<file path="src/source/cpu_pkg.sv">
////////////////////
// shared widths, memory sizes and encodings for the four-stage cpu
// memories are loaded in contiguous 16-word blocks from the host
// register 0 is an ordinary register with no hardwired zero
////////////////////
package cpu_pkg;

    localparam int word_w      = 32;
    localparam int reg_count   = 16;
    localparam int reg_idx_w   = 4;

    ////////////////////
    // memory geometry
    ////////////////////
    localparam int block_words = 16;
    localparam int word_idx_w  = $clog2(block_words);
    localparam int im_blocks   = 4;
    localparam int dm_blocks   = 2;
    localparam int im_words    = im_blocks * block_words;
    localparam int dm_words    = dm_blocks * block_words;
    localparam int im_idx_w    = $clog2(im_words);
    localparam int dm_idx_w    = $clog2(dm_words);
    localparam int blk_w       = im_idx_w - word_idx_w;

    localparam logic [blk_w-1:0]    dm_last_blk = blk_w'(dm_blocks - 1);
    localparam logic [blk_w-1:0]    im_last_blk = blk_w'(im_blocks - 1);
    localparam logic [im_idx_w-1:0] im_last_pc  = im_idx_w'(im_words - 1);

    localparam logic [word_w-1:0] block_bytes = 32'(block_words * 4);
    localparam logic [word_w-1:0] dm_base     = 32'h0000_1000;
    localparam logic [word_w-1:0] host_window = 32'h0000_9000; // stores from here go out
    localparam logic [word_w-1:0] im_space    = 32'h0001_0000; // flags instruction blocks

    typedef enum logic [1:0] {
        host_idle  = 2'd0,
        host_read  = 2'd1,
        host_write = 2'd3
    } host_op_t;

    ////////////////////
    // opcodes not listed here run as nop
    ////////////////////
    localparam logic [7:0] op_nop   = 8'h00;
    localparam logic [7:0] op_add   = 8'h01;
    localparam logic [7:0] op_sub   = 8'h02;
    localparam logic [7:0] op_and   = 8'h03;
    localparam logic [7:0] op_or    = 8'h04;
    localparam logic [7:0] op_addi  = 8'h11;
    localparam logic [7:0] op_load  = 8'h83;
    localparam logic [7:0] op_store = 8'h87;

    // loader states
    localparam logic [2:0] st_idle       = 3'd0;
    localparam logic [2:0] st_wait_data  = 3'd1;
    localparam logic [2:0] st_load_data  = 3'd2;
    localparam logic [2:0] st_wait_instr = 3'd3;
    localparam logic [2:0] st_load_instr = 3'd4;
    localparam logic [2:0] st_run        = 3'd5;
    localparam logic [2:0] st_write_host = 3'd6;

    // one instruction word, register and immediate views
    typedef union packed {
        struct packed {
            logic [7:0]  opcode;
            logic [3:0]  rd;
            logic [3:0]  rs;
            logic [3:0]  rt;
            logic [11:0] unused;
        } r_fmt;
        struct packed {
            logic [7:0]  opcode;
            logic [3:0]  rd;
            logic [3:0]  rs;
            logic [15:0] imm;    // sign-extended in decode
        } i_fmt;
    } instr_u;

endpackage

</file>
<file path="src/source/host_loader.sv">
////////////////////
// boot loader and host write port
// data blocks load first, then instruction blocks
// host may stall any request, tx_done closes each block or write
// hold stays high except in run
////////////////////
`timescale 1ns/1ps

module host_loader (
    input  logic                          clk,
    input  logic                          rst_n,
    input  logic                          ready,
    input  logic                          rd_valid,
    input  logic                          tx_done,
    input  logic [cpu_pkg::word_w-1:0]    host_in_data,
    input  logic                          host_store,
    input  logic [cpu_pkg::word_w-1:0]    store_addr,
    input  logic [cpu_pkg::word_w-1:0]    store_data,
    output cpu_pkg::host_op_t             host_op,
    output logic [cpu_pkg::word_w-1:0]    host_addr,
    output logic [cpu_pkg::word_w-1:0]    host_out_data,
    output logic                          hold,
    output logic                          im_wr_en,
    output logic                          dm_wr_en,
    output logic [cpu_pkg::im_idx_w-1:0]  load_index,
    output logic [cpu_pkg::word_w-1:0]    load_data
);

    logic [2:0]                       state_q, state_d;
    logic [cpu_pkg::blk_w-1:0]        blk_q;
    logic [cpu_pkg::word_idx_w-1:0]   word_q;
    logic [cpu_pkg::word_w-1:0]       wr_addr_q, wr_data_q;
    logic [cpu_pkg::word_w-1:0]       blk_off;
    logic                             blk_done, last_blk;

    assign blk_off    = 32'(blk_q) * cpu_pkg::block_bytes;
    assign load_index = {blk_q, word_q};
    assign load_data  = host_in_data;
    assign hold       = (state_q != cpu_pkg::st_run);

    assign blk_done = tx_done && (state_q == cpu_pkg::st_load_data ||
                                  state_q == cpu_pkg::st_load_instr);
    assign last_blk = (state_q == cpu_pkg::st_load_data) ? (blk_q == cpu_pkg::dm_last_blk)
                                                         : (blk_q == cpu_pkg::im_last_blk);

    always_comb begin
        state_d       = state_q;
        host_op       = cpu_pkg::host_idle;
        host_addr     = '0;
        host_out_data = '0;
        im_wr_en      = 1'b0;
        dm_wr_en      = 1'b0;
        case (state_q)
            cpu_pkg::st_idle: begin
                if (ready)
                    state_d = cpu_pkg::st_wait_data;
            end
            cpu_pkg::st_wait_data: begin
                host_op   = cpu_pkg::host_read;
                host_addr = cpu_pkg::dm_base + blk_off;
                dm_wr_en  = rd_valid;           // word 0 comes with rd_valid
                if (rd_valid)
                    state_d = cpu_pkg::st_load_data;
            end
            cpu_pkg::st_load_data: begin
                host_op   = cpu_pkg::host_read;
                host_addr = cpu_pkg::dm_base + blk_off;
                dm_wr_en  = 1'b1;
                if (tx_done)
                    state_d = last_blk ? cpu_pkg::st_wait_instr : cpu_pkg::st_wait_data;
            end
            cpu_pkg::st_wait_instr: begin
                host_op   = cpu_pkg::host_read;
                host_addr = cpu_pkg::im_space + blk_off;
                im_wr_en  = rd_valid;
                if (rd_valid)
                    state_d = cpu_pkg::st_load_instr;
            end
            cpu_pkg::st_load_instr: begin
                host_op   = cpu_pkg::host_read;
                host_addr = cpu_pkg::im_space + blk_off;
                im_wr_en  = 1'b1;
                if (tx_done)
                    state_d = last_blk ? cpu_pkg::st_run : cpu_pkg::st_wait_instr;
            end
            cpu_pkg::st_run: begin
                if (host_store)
                    state_d = cpu_pkg::st_write_host;
            end
            cpu_pkg::st_write_host: begin
                host_op       = cpu_pkg::host_write;
                host_addr     = wr_addr_q;
                host_out_data = wr_data_q;
                if (tx_done)
                    state_d = cpu_pkg::st_run;
            end
            default: state_d = cpu_pkg::st_idle;
        endcase
    end

    always_ff @(posedge clk or negedge rst_n) begin
        if (!rst_n) begin
            state_q <= cpu_pkg::st_idle;
            blk_q   <= '0;
            word_q  <= '0;
        end else begin
            state_q <= state_d;
            if (blk_done)
                word_q <= '0;                   // early tx_done still realigns
            else if (im_wr_en || dm_wr_en)
                word_q <= word_q + 1'b1;
            if (blk_done)
                blk_q <= last_blk ? '0 : blk_q + 1'b1;
        end
    end

    // address and data of the pending host write
    always_ff @(posedge clk) begin
        if (state_q == cpu_pkg::st_run && host_store) begin
            wr_addr_q <= store_addr;
            wr_data_q <= store_data;
        end
    end

endmodule

</file>
<file path="src/source/fetch_stage.sv">
////////////////////
// pc and instruction memory
// pc is the address of the word now in decode
// no branches, pc parks on the last word
////////////////////
`timescale 1ns/1ps

module fetch_stage (
    input  logic                          clk,
    input  logic                          rst_n,
    input  logic                          hold,
    input  logic                          stall,
    input  logic                          im_wr_en,
    input  logic [cpu_pkg::im_idx_w-1:0]  load_index,
    input  logic [cpu_pkg::word_w-1:0]    load_data,
    output cpu_pkg::instr_u               instr
);

    logic [cpu_pkg::word_w-1:0]   im_mem [cpu_pkg::im_words];
    logic [cpu_pkg::im_idx_w-1:0] pc, rd_addr;
    logic                         advance;

    assign advance = !hold && !stall && (pc != cpu_pkg::im_last_pc);

    // under stall the same word is read again and stays in decode,
    // decode turns it into a bubble for execute
    assign rd_addr = advance ? pc + 1'b1 : pc;

    // boot write port
    always_ff @(posedge clk) begin
        if (im_wr_en)
            im_mem[load_index] <= load_data;
    end

    ////////////////////
    // synchronous read
    ////////////////////
    always_ff @(posedge clk or negedge rst_n) begin
        if (!rst_n) begin
            pc    <= '0;
            instr <= '0;                        // nop
        end else begin
            pc    <= rd_addr;
            instr <= im_mem[rd_addr];           // keeps refreshing word 0 during boot
        end
    end

endmodule

</file>
<file path="src/source/decode_stage.sv">
////////////////////
// decode, register file and hazard check
// without bypass an instruction waits until its producer has written back
// stores read rd as their data register
////////////////////
`timescale 1ns/1ps

module decode_stage (
    input  logic                           clk,
    input  logic                           rst_n,
    input  logic                           hold,
    input  cpu_pkg::instr_u                instr,
    input  logic                           wb_en,
    input  logic [cpu_pkg::reg_idx_w-1:0]  wb_reg,
    input  logic [cpu_pkg::word_w-1:0]     wb_data,
    input  logic                           mem_wr,
    input  logic [cpu_pkg::reg_idx_w-1:0]  mem_rd,
    input  logic                           wb_pending,
    input  logic [cpu_pkg::reg_idx_w-1:0]  wb_pend_rd,
    output logic                           stall,
    output logic                           ex_valid_wr,
    output logic [cpu_pkg::reg_idx_w-1:0]  ex_rd,
    output logic [cpu_pkg::word_w-1:0]     ex_a,
    output logic [cpu_pkg::word_w-1:0]     ex_b,
    output logic [cpu_pkg::word_w-1:0]     ex_imm,
    output logic [7:0]                     ex_opcode
);

    logic [cpu_pkg::word_w-1:0]    regs [cpu_pkg::reg_count];
    logic [cpu_pkg::reg_count-1:0] busy;
    logic [cpu_pkg::reg_idx_w-1:0] b_sel;
    logic [7:0]                    opcode;
    logic                          uses_rs, uses_b, writes_reg;

    assign opcode = instr.r_fmt.opcode;

    always_comb begin
        uses_rs    = 1'b0;
        uses_b     = 1'b0;
        writes_reg = 1'b0;
        b_sel      = instr.r_fmt.rt;
        case (opcode)
            cpu_pkg::op_add, cpu_pkg::op_sub, cpu_pkg::op_and, cpu_pkg::op_or: begin
                uses_rs    = 1'b1;
                uses_b     = 1'b1;
                writes_reg = 1'b1;
            end
            cpu_pkg::op_addi, cpu_pkg::op_load: begin
                uses_rs    = 1'b1;
                writes_reg = 1'b1;
            end
            cpu_pkg::op_store: begin
                uses_rs = 1'b1;
                uses_b  = 1'b1;
                b_sel   = instr.i_fmt.rd;       // store data
            end
            default: ;
        endcase
    end

    ////////////////////
    // registers still owed by execute, memory and writeback
    ////////////////////
    always_comb begin
        busy = '0;
        if (ex_valid_wr)
            busy[ex_rd] = 1'b1;
        if (mem_wr)
            busy[mem_rd] = 1'b1;
        if (wb_pending)
            busy[wb_pend_rd] = 1'b1;
    end

    assign stall = (uses_rs && busy[instr.r_fmt.rs]) || (uses_b && busy[b_sel]);

    // register file is written one edge after the writeback register
    always_ff @(posedge clk or negedge rst_n) begin
        if (!rst_n) begin
            for (int i = 0; i < cpu_pkg::reg_count; i++)
                regs[i] <= '0;
        end else if (wb_en) begin
            regs[wb_reg] <= wb_data;
        end
    end

    always_ff @(posedge clk or negedge rst_n) begin
        if (!rst_n) begin
            ex_valid_wr <= 1'b0;
            ex_rd       <= '0;
            ex_opcode   <= cpu_pkg::op_nop;
        end else if (!hold) begin
            ex_valid_wr <= writes_reg && !stall;
            ex_rd       <= instr.r_fmt.rd;
            ex_opcode   <= stall ? cpu_pkg::op_nop : opcode;   // bubble
        end
    end

    always_ff @(posedge clk) begin
        if (!hold) begin
            ex_a   <= regs[instr.r_fmt.rs];
            ex_b   <= regs[b_sel];
            ex_imm <= {{16{instr.i_fmt.imm[15]}}, instr.i_fmt.imm};
        end
    end

endmodule

</file>
<file path="src/source/execute_stage.sv">
////////////////////
// alu and execute/memory register
// loads and stores form their address with the adder
////////////////////
`timescale 1ns/1ps

module execute_stage (
    input  logic                           clk,
    input  logic                           rst_n,
    input  logic                           hold,
    input  logic                           ex_valid_wr,
    input  logic [cpu_pkg::reg_idx_w-1:0]  ex_rd,
    input  logic [cpu_pkg::word_w-1:0]     ex_a,
    input  logic [cpu_pkg::word_w-1:0]     ex_b,
    input  logic [cpu_pkg::word_w-1:0]     ex_imm,
    input  logic [7:0]                     ex_opcode,
    output logic                           mem_wr,
    output logic [cpu_pkg::reg_idx_w-1:0]  mem_rd,
    output logic [7:0]                     mem_opcode,
    output logic [cpu_pkg::word_w-1:0]     alu_out,
    output logic [cpu_pkg::word_w-1:0]     st_data
);

    logic [cpu_pkg::word_w-1:0] b_op, result;
    logic                       use_imm;

    assign use_imm = (ex_opcode == cpu_pkg::op_addi) || (ex_opcode == cpu_pkg::op_load) ||
                     (ex_opcode == cpu_pkg::op_store);
    assign b_op    = use_imm ? ex_imm : ex_b;

    always_comb begin
        case (ex_opcode)
            cpu_pkg::op_sub: result = ex_a - b_op;
            cpu_pkg::op_and: result = ex_a & b_op;
            cpu_pkg::op_or:  result = ex_a | b_op;
            default:         result = ex_a + b_op;  // add, addi, address
        endcase
    end

    always_ff @(posedge clk or negedge rst_n) begin
        if (!rst_n) begin
            mem_wr     <= 1'b0;
            mem_rd     <= '0;
            mem_opcode <= cpu_pkg::op_nop;
        end else if (!hold) begin
            mem_wr     <= ex_valid_wr;
            mem_rd     <= ex_rd;
            mem_opcode <= ex_opcode;
        end
    end

    always_ff @(posedge clk) begin
        if (!hold) begin
            alu_out <= result;
            st_data <= ex_b;
        end
    end

endmodule

</file>
<file path="src/source/memory_stage.sv">
////////////////////
// data memory and memory/writeback register
// word index wraps modulo the memory size
// stores at or above the host window bypass the data memory
////////////////////
`timescale 1ns/1ps

module memory_stage (
    input  logic                           clk,
    input  logic                           rst_n,
    input  logic                           hold,
    input  logic                           mem_wr,
    input  logic [cpu_pkg::reg_idx_w-1:0]  mem_rd,
    input  logic [7:0]                     mem_opcode,
    input  logic [cpu_pkg::word_w-1:0]     alu_out,
    input  logic [cpu_pkg::word_w-1:0]     st_data,
    input  logic                           dm_wr_en,
    input  logic [cpu_pkg::im_idx_w-1:0]   load_index,
    input  logic [cpu_pkg::word_w-1:0]     load_data,
    output logic                           host_store,
    output logic [cpu_pkg::word_w-1:0]     store_addr,
    output logic [cpu_pkg::word_w-1:0]     store_data,
    output logic                           wb_en,
    output logic [cpu_pkg::reg_idx_w-1:0]  wb_reg,
    output logic [cpu_pkg::word_w-1:0]     wb_data
);

    logic [cpu_pkg::word_w-1:0]   dm_mem [cpu_pkg::dm_words];
    logic [cpu_pkg::dm_idx_w-1:0] dm_idx;
    logic                         is_store, to_host;

    assign dm_idx   = alu_out[2 +: cpu_pkg::dm_idx_w];  // byte address to word
    assign is_store = (mem_opcode == cpu_pkg::op_store);
    assign to_host  = is_store && (alu_out >= cpu_pkg::host_window);

    // one pulse per store, the loader raises hold right after
    assign host_store = to_host && !hold;
    assign store_addr = alu_out;
    assign store_data = st_data;

    always_ff @(posedge clk) begin
        if (dm_wr_en)
            dm_mem[load_index[cpu_pkg::dm_idx_w-1:0]] <= load_data;
        else if (is_store && !to_host && !hold)
            dm_mem[dm_idx] <= st_data;
    end

    ////////////////////
    // writeback register
    ////////////////////
    always_ff @(posedge clk or negedge rst_n) begin
        if (!rst_n) begin
            wb_en  <= 1'b0;
            wb_reg <= '0;
        end else if (!hold) begin
            wb_en  <= mem_wr;
            wb_reg <= mem_rd;
        end
    end

    always_ff @(posedge clk) begin
        if (!hold)
            wb_data <= (mem_opcode == cpu_pkg::op_load) ? dm_mem[dm_idx] : alu_out;
    end

endmodule

</file>
<file path="src/source/cpu_top.sv">
////////////////////
// four-stage cpu with host boot and host write port
// holds until all blocks are loaded
////////////////////
`timescale 1ns/1ps

module cpu_top (
    input  logic                        clk,
    input  logic                        rst_n,
    input  logic                        ready,
    input  logic                        rd_valid,
    input  logic                        tx_done,
    input  logic [cpu_pkg::word_w-1:0]  host_in_data,
    output cpu_pkg::host_op_t           host_op,
    output logic [cpu_pkg::word_w-1:0]  host_addr,
    output logic [cpu_pkg::word_w-1:0]  host_out_data
);

    logic                          hold, stall;
    logic                          im_wr_en, dm_wr_en;
    logic [cpu_pkg::im_idx_w-1:0]  load_index;
    logic [cpu_pkg::word_w-1:0]    load_data;
    logic                          host_store;
    logic [cpu_pkg::word_w-1:0]    store_addr, store_data;
    cpu_pkg::instr_u               instr;

    // decode to execute
    logic                          ex_valid_wr;
    logic [cpu_pkg::reg_idx_w-1:0] ex_rd;
    logic [cpu_pkg::word_w-1:0]    ex_a, ex_b, ex_imm;
    logic [7:0]                    ex_opcode;

    // execute to memory
    logic                          mem_wr;
    logic [cpu_pkg::reg_idx_w-1:0] mem_rd;
    logic [7:0]                    mem_opcode;
    logic [cpu_pkg::word_w-1:0]    alu_out, st_data;

    // writeback
    logic                          wb_en;
    logic [cpu_pkg::reg_idx_w-1:0] wb_reg;
    logic [cpu_pkg::word_w-1:0]    wb_data;

    host_loader u_loader (
        .clk(clk), .rst_n(rst_n), .ready(ready), .rd_valid(rd_valid), .tx_done(tx_done),
        .host_in_data(host_in_data), .host_store(host_store), .store_addr(store_addr),
        .store_data(store_data), .host_op(host_op), .host_addr(host_addr),
        .host_out_data(host_out_data), .hold(hold), .im_wr_en(im_wr_en),
        .dm_wr_en(dm_wr_en), .load_index(load_index), .load_data(load_data)
    );

    fetch_stage u_fetch (
        .clk(clk), .rst_n(rst_n), .hold(hold), .stall(stall), .im_wr_en(im_wr_en),
        .load_index(load_index), .load_data(load_data), .instr(instr)
    );

    decode_stage u_decode (
        .clk(clk), .rst_n(rst_n), .hold(hold), .instr(instr), .wb_en(wb_en),
        .wb_reg(wb_reg), .wb_data(wb_data), .mem_wr(mem_wr), .mem_rd(mem_rd),
        .wb_pending(wb_en), .wb_pend_rd(wb_reg), .stall(stall),
        .ex_valid_wr(ex_valid_wr), .ex_rd(ex_rd), .ex_a(ex_a), .ex_b(ex_b),
        .ex_imm(ex_imm), .ex_opcode(ex_opcode)
    );

    execute_stage u_execute (
        .clk(clk), .rst_n(rst_n), .hold(hold), .ex_valid_wr(ex_valid_wr), .ex_rd(ex_rd),
        .ex_a(ex_a), .ex_b(ex_b), .ex_imm(ex_imm), .ex_opcode(ex_opcode),
        .mem_wr(mem_wr), .mem_rd(mem_rd), .mem_opcode(mem_opcode),
        .alu_out(alu_out), .st_data(st_data)
    );

    memory_stage u_memory (
        .clk(clk), .rst_n(rst_n), .hold(hold), .mem_wr(mem_wr), .mem_rd(mem_rd),
        .mem_opcode(mem_opcode), .alu_out(alu_out), .st_data(st_data),
        .dm_wr_en(dm_wr_en), .load_index(load_index), .load_data(load_data),
        .host_store(host_store), .store_addr(store_addr), .store_data(store_data),
        .wb_en(wb_en), .wb_reg(wb_reg), .wb_data(wb_data)
    );

endmodule

</file>
<file path="config.mk">
export PLATFORM = sky130hd
export DESIGN_NAME = cpu_top
export DESIGN_NICKNAME = d
export VERILOG_FILES = /design/src/source/cpu_pkg.sv /design/src/source/host_loader.sv /design/src/source/fetch_stage.sv /design/src/source/decode_stage.sv /design/src/source/execute_stage.sv /design/src/source/memory_stage.sv /design/src/source/cpu_top.sv
export SDC_FILE = /design/constraint.sdc
export NUM_CORES = 2
export LEC_CHECK = 0
export ABC_CLOCK_PERIOD_IN_PS = 14150
export BUFFER_PORTS_ARGS = -buffer_cell sky130_fd_sc_hd__buf_2
export CAP_MARGIN = 10
export CORE_UTILIZATION = 60
export CTS_CLUSTER_SIZE = 12
export DETAILED_ROUTE_END_ITERATION = 16
export PLACE_DENSITY_LB_ADDON = 0.05
export SLEW_MARGIN = 20
export SYNTH_ARGS = -nofsm -noshare
export SYNTH_HDL_FRONTEND = slang
export SYNTH_SLANG_ARGS = --single-unit
</file>
<file path="constraint.sdc">
create_clock -name clk -period 14.15 [get_ports clk]
set_clock_uncertainty 0.05 [all_clocks]
set_input_delay 1.415 -clock clk [delete_from_list [all_inputs] [get_ports clk]]
set_output_delay 1.415 -clock clk [all_outputs]
set_load 0.05 [all_outputs]
</file>
# == After elaboration in Yosys (flattened, before gate mapping) ==
# Memories as Yosys holds them, arrays and structs flattened. A register that Yosys moved wholly into a read port is not among the register bits.
# Index checks and enable logic that the tools add are counted.
# classes
div_mod_pow,0
n_reduce_logical,34
multipliers,0
shift,0
n_eq_ne,32
bitwise_logic,7
n_lt_le_gt_ge,13
n_addsub,7
mux,61
# ops
operator,count
512-bit bitwise mux,1
32-bit two-way mux,9
32-bit binary-select mux with 4-bit select,2
32-bit one-hot mux with 3 select lines,2
32-bit demux with 4-bit select,1
"8-bit == test, second input constant",6
16-bit two-way mux,3
32-bit adder,1
32-bit AND,1
"8-bit by 2-bit == test with 1-bit output, second input constant",4
"32-bit by 16-bit greater-or-equal comparator with 1-bit output, second input constant",1
16-bit OR,2
32-bit OR,1
32-bit OR reduction,1
32-bit subtractor,1
"4-bit by 5-bit < comparator with 1-bit output, second input constant",5
3-bit two-way mux,8
3-bit one-hot mux with 7 select lines,1
"17-bit by 8-bit adder with 18-bit output, first input constant",1
1-bit two-way mux,17
"8-bit by 3-bit == test with 1-bit output, second input constant",2
"8-bit by 5-bit == test with 1-bit output, second input constant",2
"5-bit greater-or-equal comparator, second input constant",3
1-bit logical AND,15
other kinds (36),64
# totals
mem_bits_rw,3072
latchBits,0
input_bits,37
out_inout_bits,66
mem_bits_ro,0
mem_count,2
ff_bits,798
# memory_table
memory,words,width,rd,rd_clocked_by_memory_dff,wr,line_no,text
u_fetch.im_mem,64,32,1,1,1,fetch_stage.sv:19,logic [cpu_pkg::word_w-1:0] im_mem [cpu_pkg::im_words];
u_memory.dm_mem,32,32,1,1,1,memory_stage.sv:28,logic [cpu_pkg::word_w-1:0] dm_mem [cpu_pkg::dm_words];

# == Logic depth before layout (Yosys ltp) ==
# logic_depth
word_depth,17
ltp_mapped,25
ltp_nobuf,24

# == Modules after synthesis ==
# Synthesis repeated with hierarchy kept, for this count alone.
# hier_totals
cells_unflattened,11238
area_unflattened_um2,164928.2
# by_module_without_submodules
mod,seq_area_each_um2,instances,cells_each,area_each_um2
fetch_stage,62449.9,1,5628,82452.8
memory_stage,31835.5,1,2118,41855.1
decode_stage,15539.9,1,2604,31240.0
execute_stage,2247.2,1,644,6139.6
host_loader,2147.1,1,244,3240.6

# == Least setup slack after synthesis ==
# Ideal clock, no wire load.
# synth_timing
path_type,reg-to-reg
startpoint,register u_loader.state_q[1]
endpoint,"register u_decode.ex_a[0] (netlist bit), enable pin"
t_required_ps,13490
setup_ps,610
arrival_time_ps,5849
path_stages_with_launch,5
path_slack_ps,7641
cell_sequence,dfrtp_1 nor2b_1 nand2_1 inv_2 clkbuf_1
# synth_between
elab_chain_len,1
# synth_rtl
element,line_no,text
"start, declared",host_loader.sv:29,"logic [2:0] state_q, state_d;"
"start signal, assigned",host_loader.sv:103,state_q <= cpu_pkg::st_idle;
"start signal, assigned",host_loader.sv:107,state_q <= state_d;
3-bit != test,host_loader.sv:39,assign hold = (state_q != cpu_pkg::st_run);
"end signal, assigned",decode_stage.sv:100,ex_a <= regs[instr.r_fmt.rs];
"end, declared",decode_stage.sv:23,"output logic [cpu_pkg::word_w-1:0] ex_a,"
# No other way between the ends.
# A chain may end at the register's enable or synchronous reset.

# == Final worst setup path ==
# layout_timing
startpoint,"register u_fetch.instr[27] (netlist bit), read port of u_fetch.im_mem"
endpoint,"register u_fetch.instr[25] (netlist bit), read port of u_fetch.im_mem"
# layout_between
elab_chain_len,10
elab_cells_between_ends,21
# layout_rtl
element,line_no,text
"start, declared",fetch_stage.sv:16,output cpu_pkg::instr_u instr
8-bit == test,decode_stage.sv:42,case (opcode)
4-bit two-way mux,decode_stage.sv:42,
1-bit binary-select mux with 4-bit select,decode_stage.sv:74,assign stall = (uses_rs && busy[instr.r_fmt.rs]) || (uses_b && busy[b_sel]);
1-bit two-way mux (implied by the code),decode_stage.sv:74,
1-bit logical AND,decode_stage.sv:74,
1-bit logical OR *,decode_stage.sv:74,
1-bit zero test *,fetch_stage.sv:23,assign advance = !hold && !stall && (pc != cpu_pkg::im_last_pc);
1-bit logical AND * (2 in series),fetch_stage.sv:23,
6-bit two-way mux *,fetch_stage.sv:27,assign rd_addr = advance ? pc + 1'b1 : pc;
# Every way passes the cells marked *; elsewhere a longest branch is shown, timed or not. The select of a mux whose other input is x is not followed.

==> impl_metrics.yaml <==
logic_synthesis:
  ys_warn_count: 0
  synth_area_um2: 162000
  synth-main-ff-cell: "edfxtp_1"
  synth_seq_area_share: 0.704
  yosysTopAreaCell: "edfxtp_1"
  syn_inst: 9654
  ys_ff_latch: 3907
  ys_top_cells_by_count: "edfxtp_1, nand2_1, mux4_2"
  synth_top_area_frac: 0.613
  synth_nets: 9728
  synth_edf_count: 3312
  yosysMostFrequentCell: "edfxtp_1"
  synth_area_leaders: "edfxtp_1, mux4_2, dfrtp_1"
  ys_types: 85
  async_reset_ff_frac: 0.151
  synth_area_per_cell_um2: 16.8
timing:
  fin_crit_sh: 0.546
  finalMaxSlewViolations: 0
  setup_ws_ns: 6.43
  rsz0062_at_grt: "false"
  fin_setup_tns_ns: 0
  timing.final.crit_period_ns: 7.72
  worst_pin_slew_ns: 1.21
  setup_violations: 0
  hold_viol: 0
  fin_hold_ws_ns: 0.399
  slew_headroom: 0.195
  fmax_mhz: 130
place:
  gp_congestion: 0.888
  placed_area_um2: 168000
  dpl_worst_slack_ns: 6.59
  hpwl_mm: 264
  portBuffers: 102
layout:
  area_growth_pct: 10.7
  finalInstanceArea_um2: 180000
  largest-register: "u_fetch.im_mem"
  top_regs: "u_fetch.im_mem x2048, u_memory.dm_mem x1024, u_decode.regs x512"
  largest_register_ffs: 2048
  nets: 9803
  drive_gt1_frac: 0.239
global_route:
  overflow: 0
  track_usage: 0.346
  grt_pass1_vias: 92300
  grt_max_degree: 173
  antenna_found_initial: 43
  grt_first_pass_wirelength_mm: 667
cts:
  insertion_delay_ns: 0.96
  root_buffer: "clkbuf_16"
  cts_buffers: 397
  clk_pin_slew_ns: 0.06
  clkSinkCount: 3907
  htree_levels: 5
  post-cts-setup-buffers: 0
  cts-resized-gates: 0
  cts_buffer_depth: 4
  cts_tree: "yes"
  cts.hold.buffers_added: 0
routing:
  drt-initial-drc-count: 12800
  routed_wl_mm: 470
  drc: 0
  antenna_left: 0
  drt-pass1-iter-count: 6
  vias: 94300
  wl_per_cell_um: 34.6
  via_per_inst: 6.94
job:
  maxCapViolations: 0
floorplan:
  top_level_ports: 103
  core_um2: 269000
  initial_core_util: 0.604
  row_count: 190
  die_h_um: 522
  die_w_um: 522
  fp.dieArea_um2: 273000
worst_hold_path:
  hold_class: "register to register"
setup_path:
  critical-path-max-stage-delay_ns: 0.74
  end_kind: "register"
  arrival_ns: 8.48
  crit_fanout: 138
  crit_required_ns: 14.91
  worstPathCellList: "nor4b_2 > nand3_1 > nand2_4 > buf_4 > mux2i_1 > a22oi_1 > a31oi_1 > nor2_2 > buf_4 > o221ai_4 > buf_4 > inv_8 > buf_12 > buf_12 > mux4_2 > a22oi_1 > nand4_1 > or3_1"
  cp-start-kind: "register"
  crit_top_cell: "buf_4"
  crit_type: "register to register"
  slowest_stage: "buf_12"
pwr:
  total_power_mw: 33.0
  p_leak_nw: 60.9
  powerDensity_nw_per_um2: 183
  irDropWorstVdd_v: 0.000224
run_status:
  status: "completed"
-- cell type report --
class,instances,area (um^2)
repair buffers,347,2580
well taps,3552,4440
clock inverters,107,810
clock buffers,572,11000
inverters,31,136
flip-flops and latches,3907,114000
multi-input cells,5045,46300
diodes,16,40.0
fillers,17900,88900
-- worst max-delay path: cells and delay by family (launching register included) --
family          cells  cell delay [ns]
simple gates        6             1.86
compound gates      4             1.00
buf+inv             6             3.27
flops               1             0.40
mux                 2             0.59
-- report_power, final --
part           leakage (nW)  switching, mW  total [mW]  internal [mW]
logic                  17.2           5.69        9.26           3.57
registers              37.9          0.731        13.9           13.2
clock network          5.75           4.32        9.77           5.44
total                  60.9           10.7        33.0           22.2
-- layer usage --
| layer | global-route usage | part of all wire | vias to the layer above |
|---|---|---|---|
| met5 | 0 | 0.00047 | - |
| met4 | 0.176 | 0.058 | 28 |
| met3 | 0.0635 | 0.10 | 1132 |
| met2 | 0.533 | 0.46 | 5567 |
| met1 | 0.480 | 0.37 | 49000 |
| li1 | - | - | 38600 |
-- cell families (layout without fill, tap and decap cells) --
kind of cell,Yosys count,in the layout,share of synthesized area
xor+xnor,64,64,0.00345
buf+inv,702,1057,0.0170
compound gates,938,938,0.0404
mux,1539,1539,0.162
fa+ha+maj,37,37,0.00290
flops,3907,3907,0.704
simple gates,2467,2467,0.0698
other cells,0,16,0
-- placed cells by master (no fill, tap or decap), drive strengths merged, types with 11 or more instances in the layout --
| cell type | Yosys | routed |
|---|---|---|
| a211oi | 104 | 104 |
| a21oi | 200 | 200 |
| a22o | 11 | 11 |
| a22oi | 133 | 133 |
| a311oi | 64 | 64 |
| a31oi | 104 | 104 |
| a32oi | 31 | 31 |
| and3 | 178 | 178 |
| buf | 191 | 347 |
| clkbuf | 480 | 572 |
| clkinv | 0 | 88 |
| dfrtp | 590 | 590 |
| diode | 0 | 16 |
| edfxtp | 3312 | 3312 |
| ha | 36 | 36 |
| inv | 31 | 42 |
| mux2 | 552 | 552 |
| mux2i | 167 | 167 |
| mux4 | 820 | 820 |
| nand2 | 1231 | 1231 |
| nand2b | 22 | 22 |
| nand3 | 444 | 444 |
| nand3b | 14 | 14 |
| nand4 | 171 | 171 |
| nor2 | 225 | 225 |
| nor2b | 16 | 16 |
| nor3 | 22 | 22 |
| nor4 | 42 | 42 |
| o21ai | 82 | 82 |
| o221ai | 57 | 57 |
| o22ai | 31 | 31 |
| o311a | 32 | 32 |
| or3 | 28 | 28 |
| or4 | 31 | 31 |
| xnor2 | 27 | 27 |
| xor2 | 37 | 37 |
-- stage by stage --
step	instances	util
4_1_cts	13600	0.669
5_1_grt	13600	0.669
3_3_place_gp	12900	0.625
6_report	13600	0.669
2_1_floorplan	9654	-
3_5_place_dp	12900	0.625
-- final timing paths --
check | from | endpoint | slack, ns | cells past startpoint
worst max-delay path | u_fetch.instr[27]$_DFF_PN0_ | u_fetch.instr[25]$_DFF_PN0_ | 6.43 | 18
worst min-delay path | u_execute.st_data[30]$_DFFE_PN_ | u_loader.wr_data_q[30]$_DFFE_PP_ | 0.40 | 0
worst max register to register | u_fetch.instr[27]$_DFF_PN0_ | u_fetch.instr[25]$_DFF_PN0_ | 6.43 | 18
worst min register to register | u_execute.st_data[30]$_DFFE_PN_ | u_loader.wr_data_q[30]$_DFFE_PP_ | 0.40 | 0
max in group asynchronous | rst_n | u_decode.regs[250]$_DFFE_PN0P_ | 10.80 | 4
min in group asynchronous | rst_n | u_fetch.instr[10]$_DFF_PN0_ | 0.42 | 1
(Power assumes the default switching activity.)
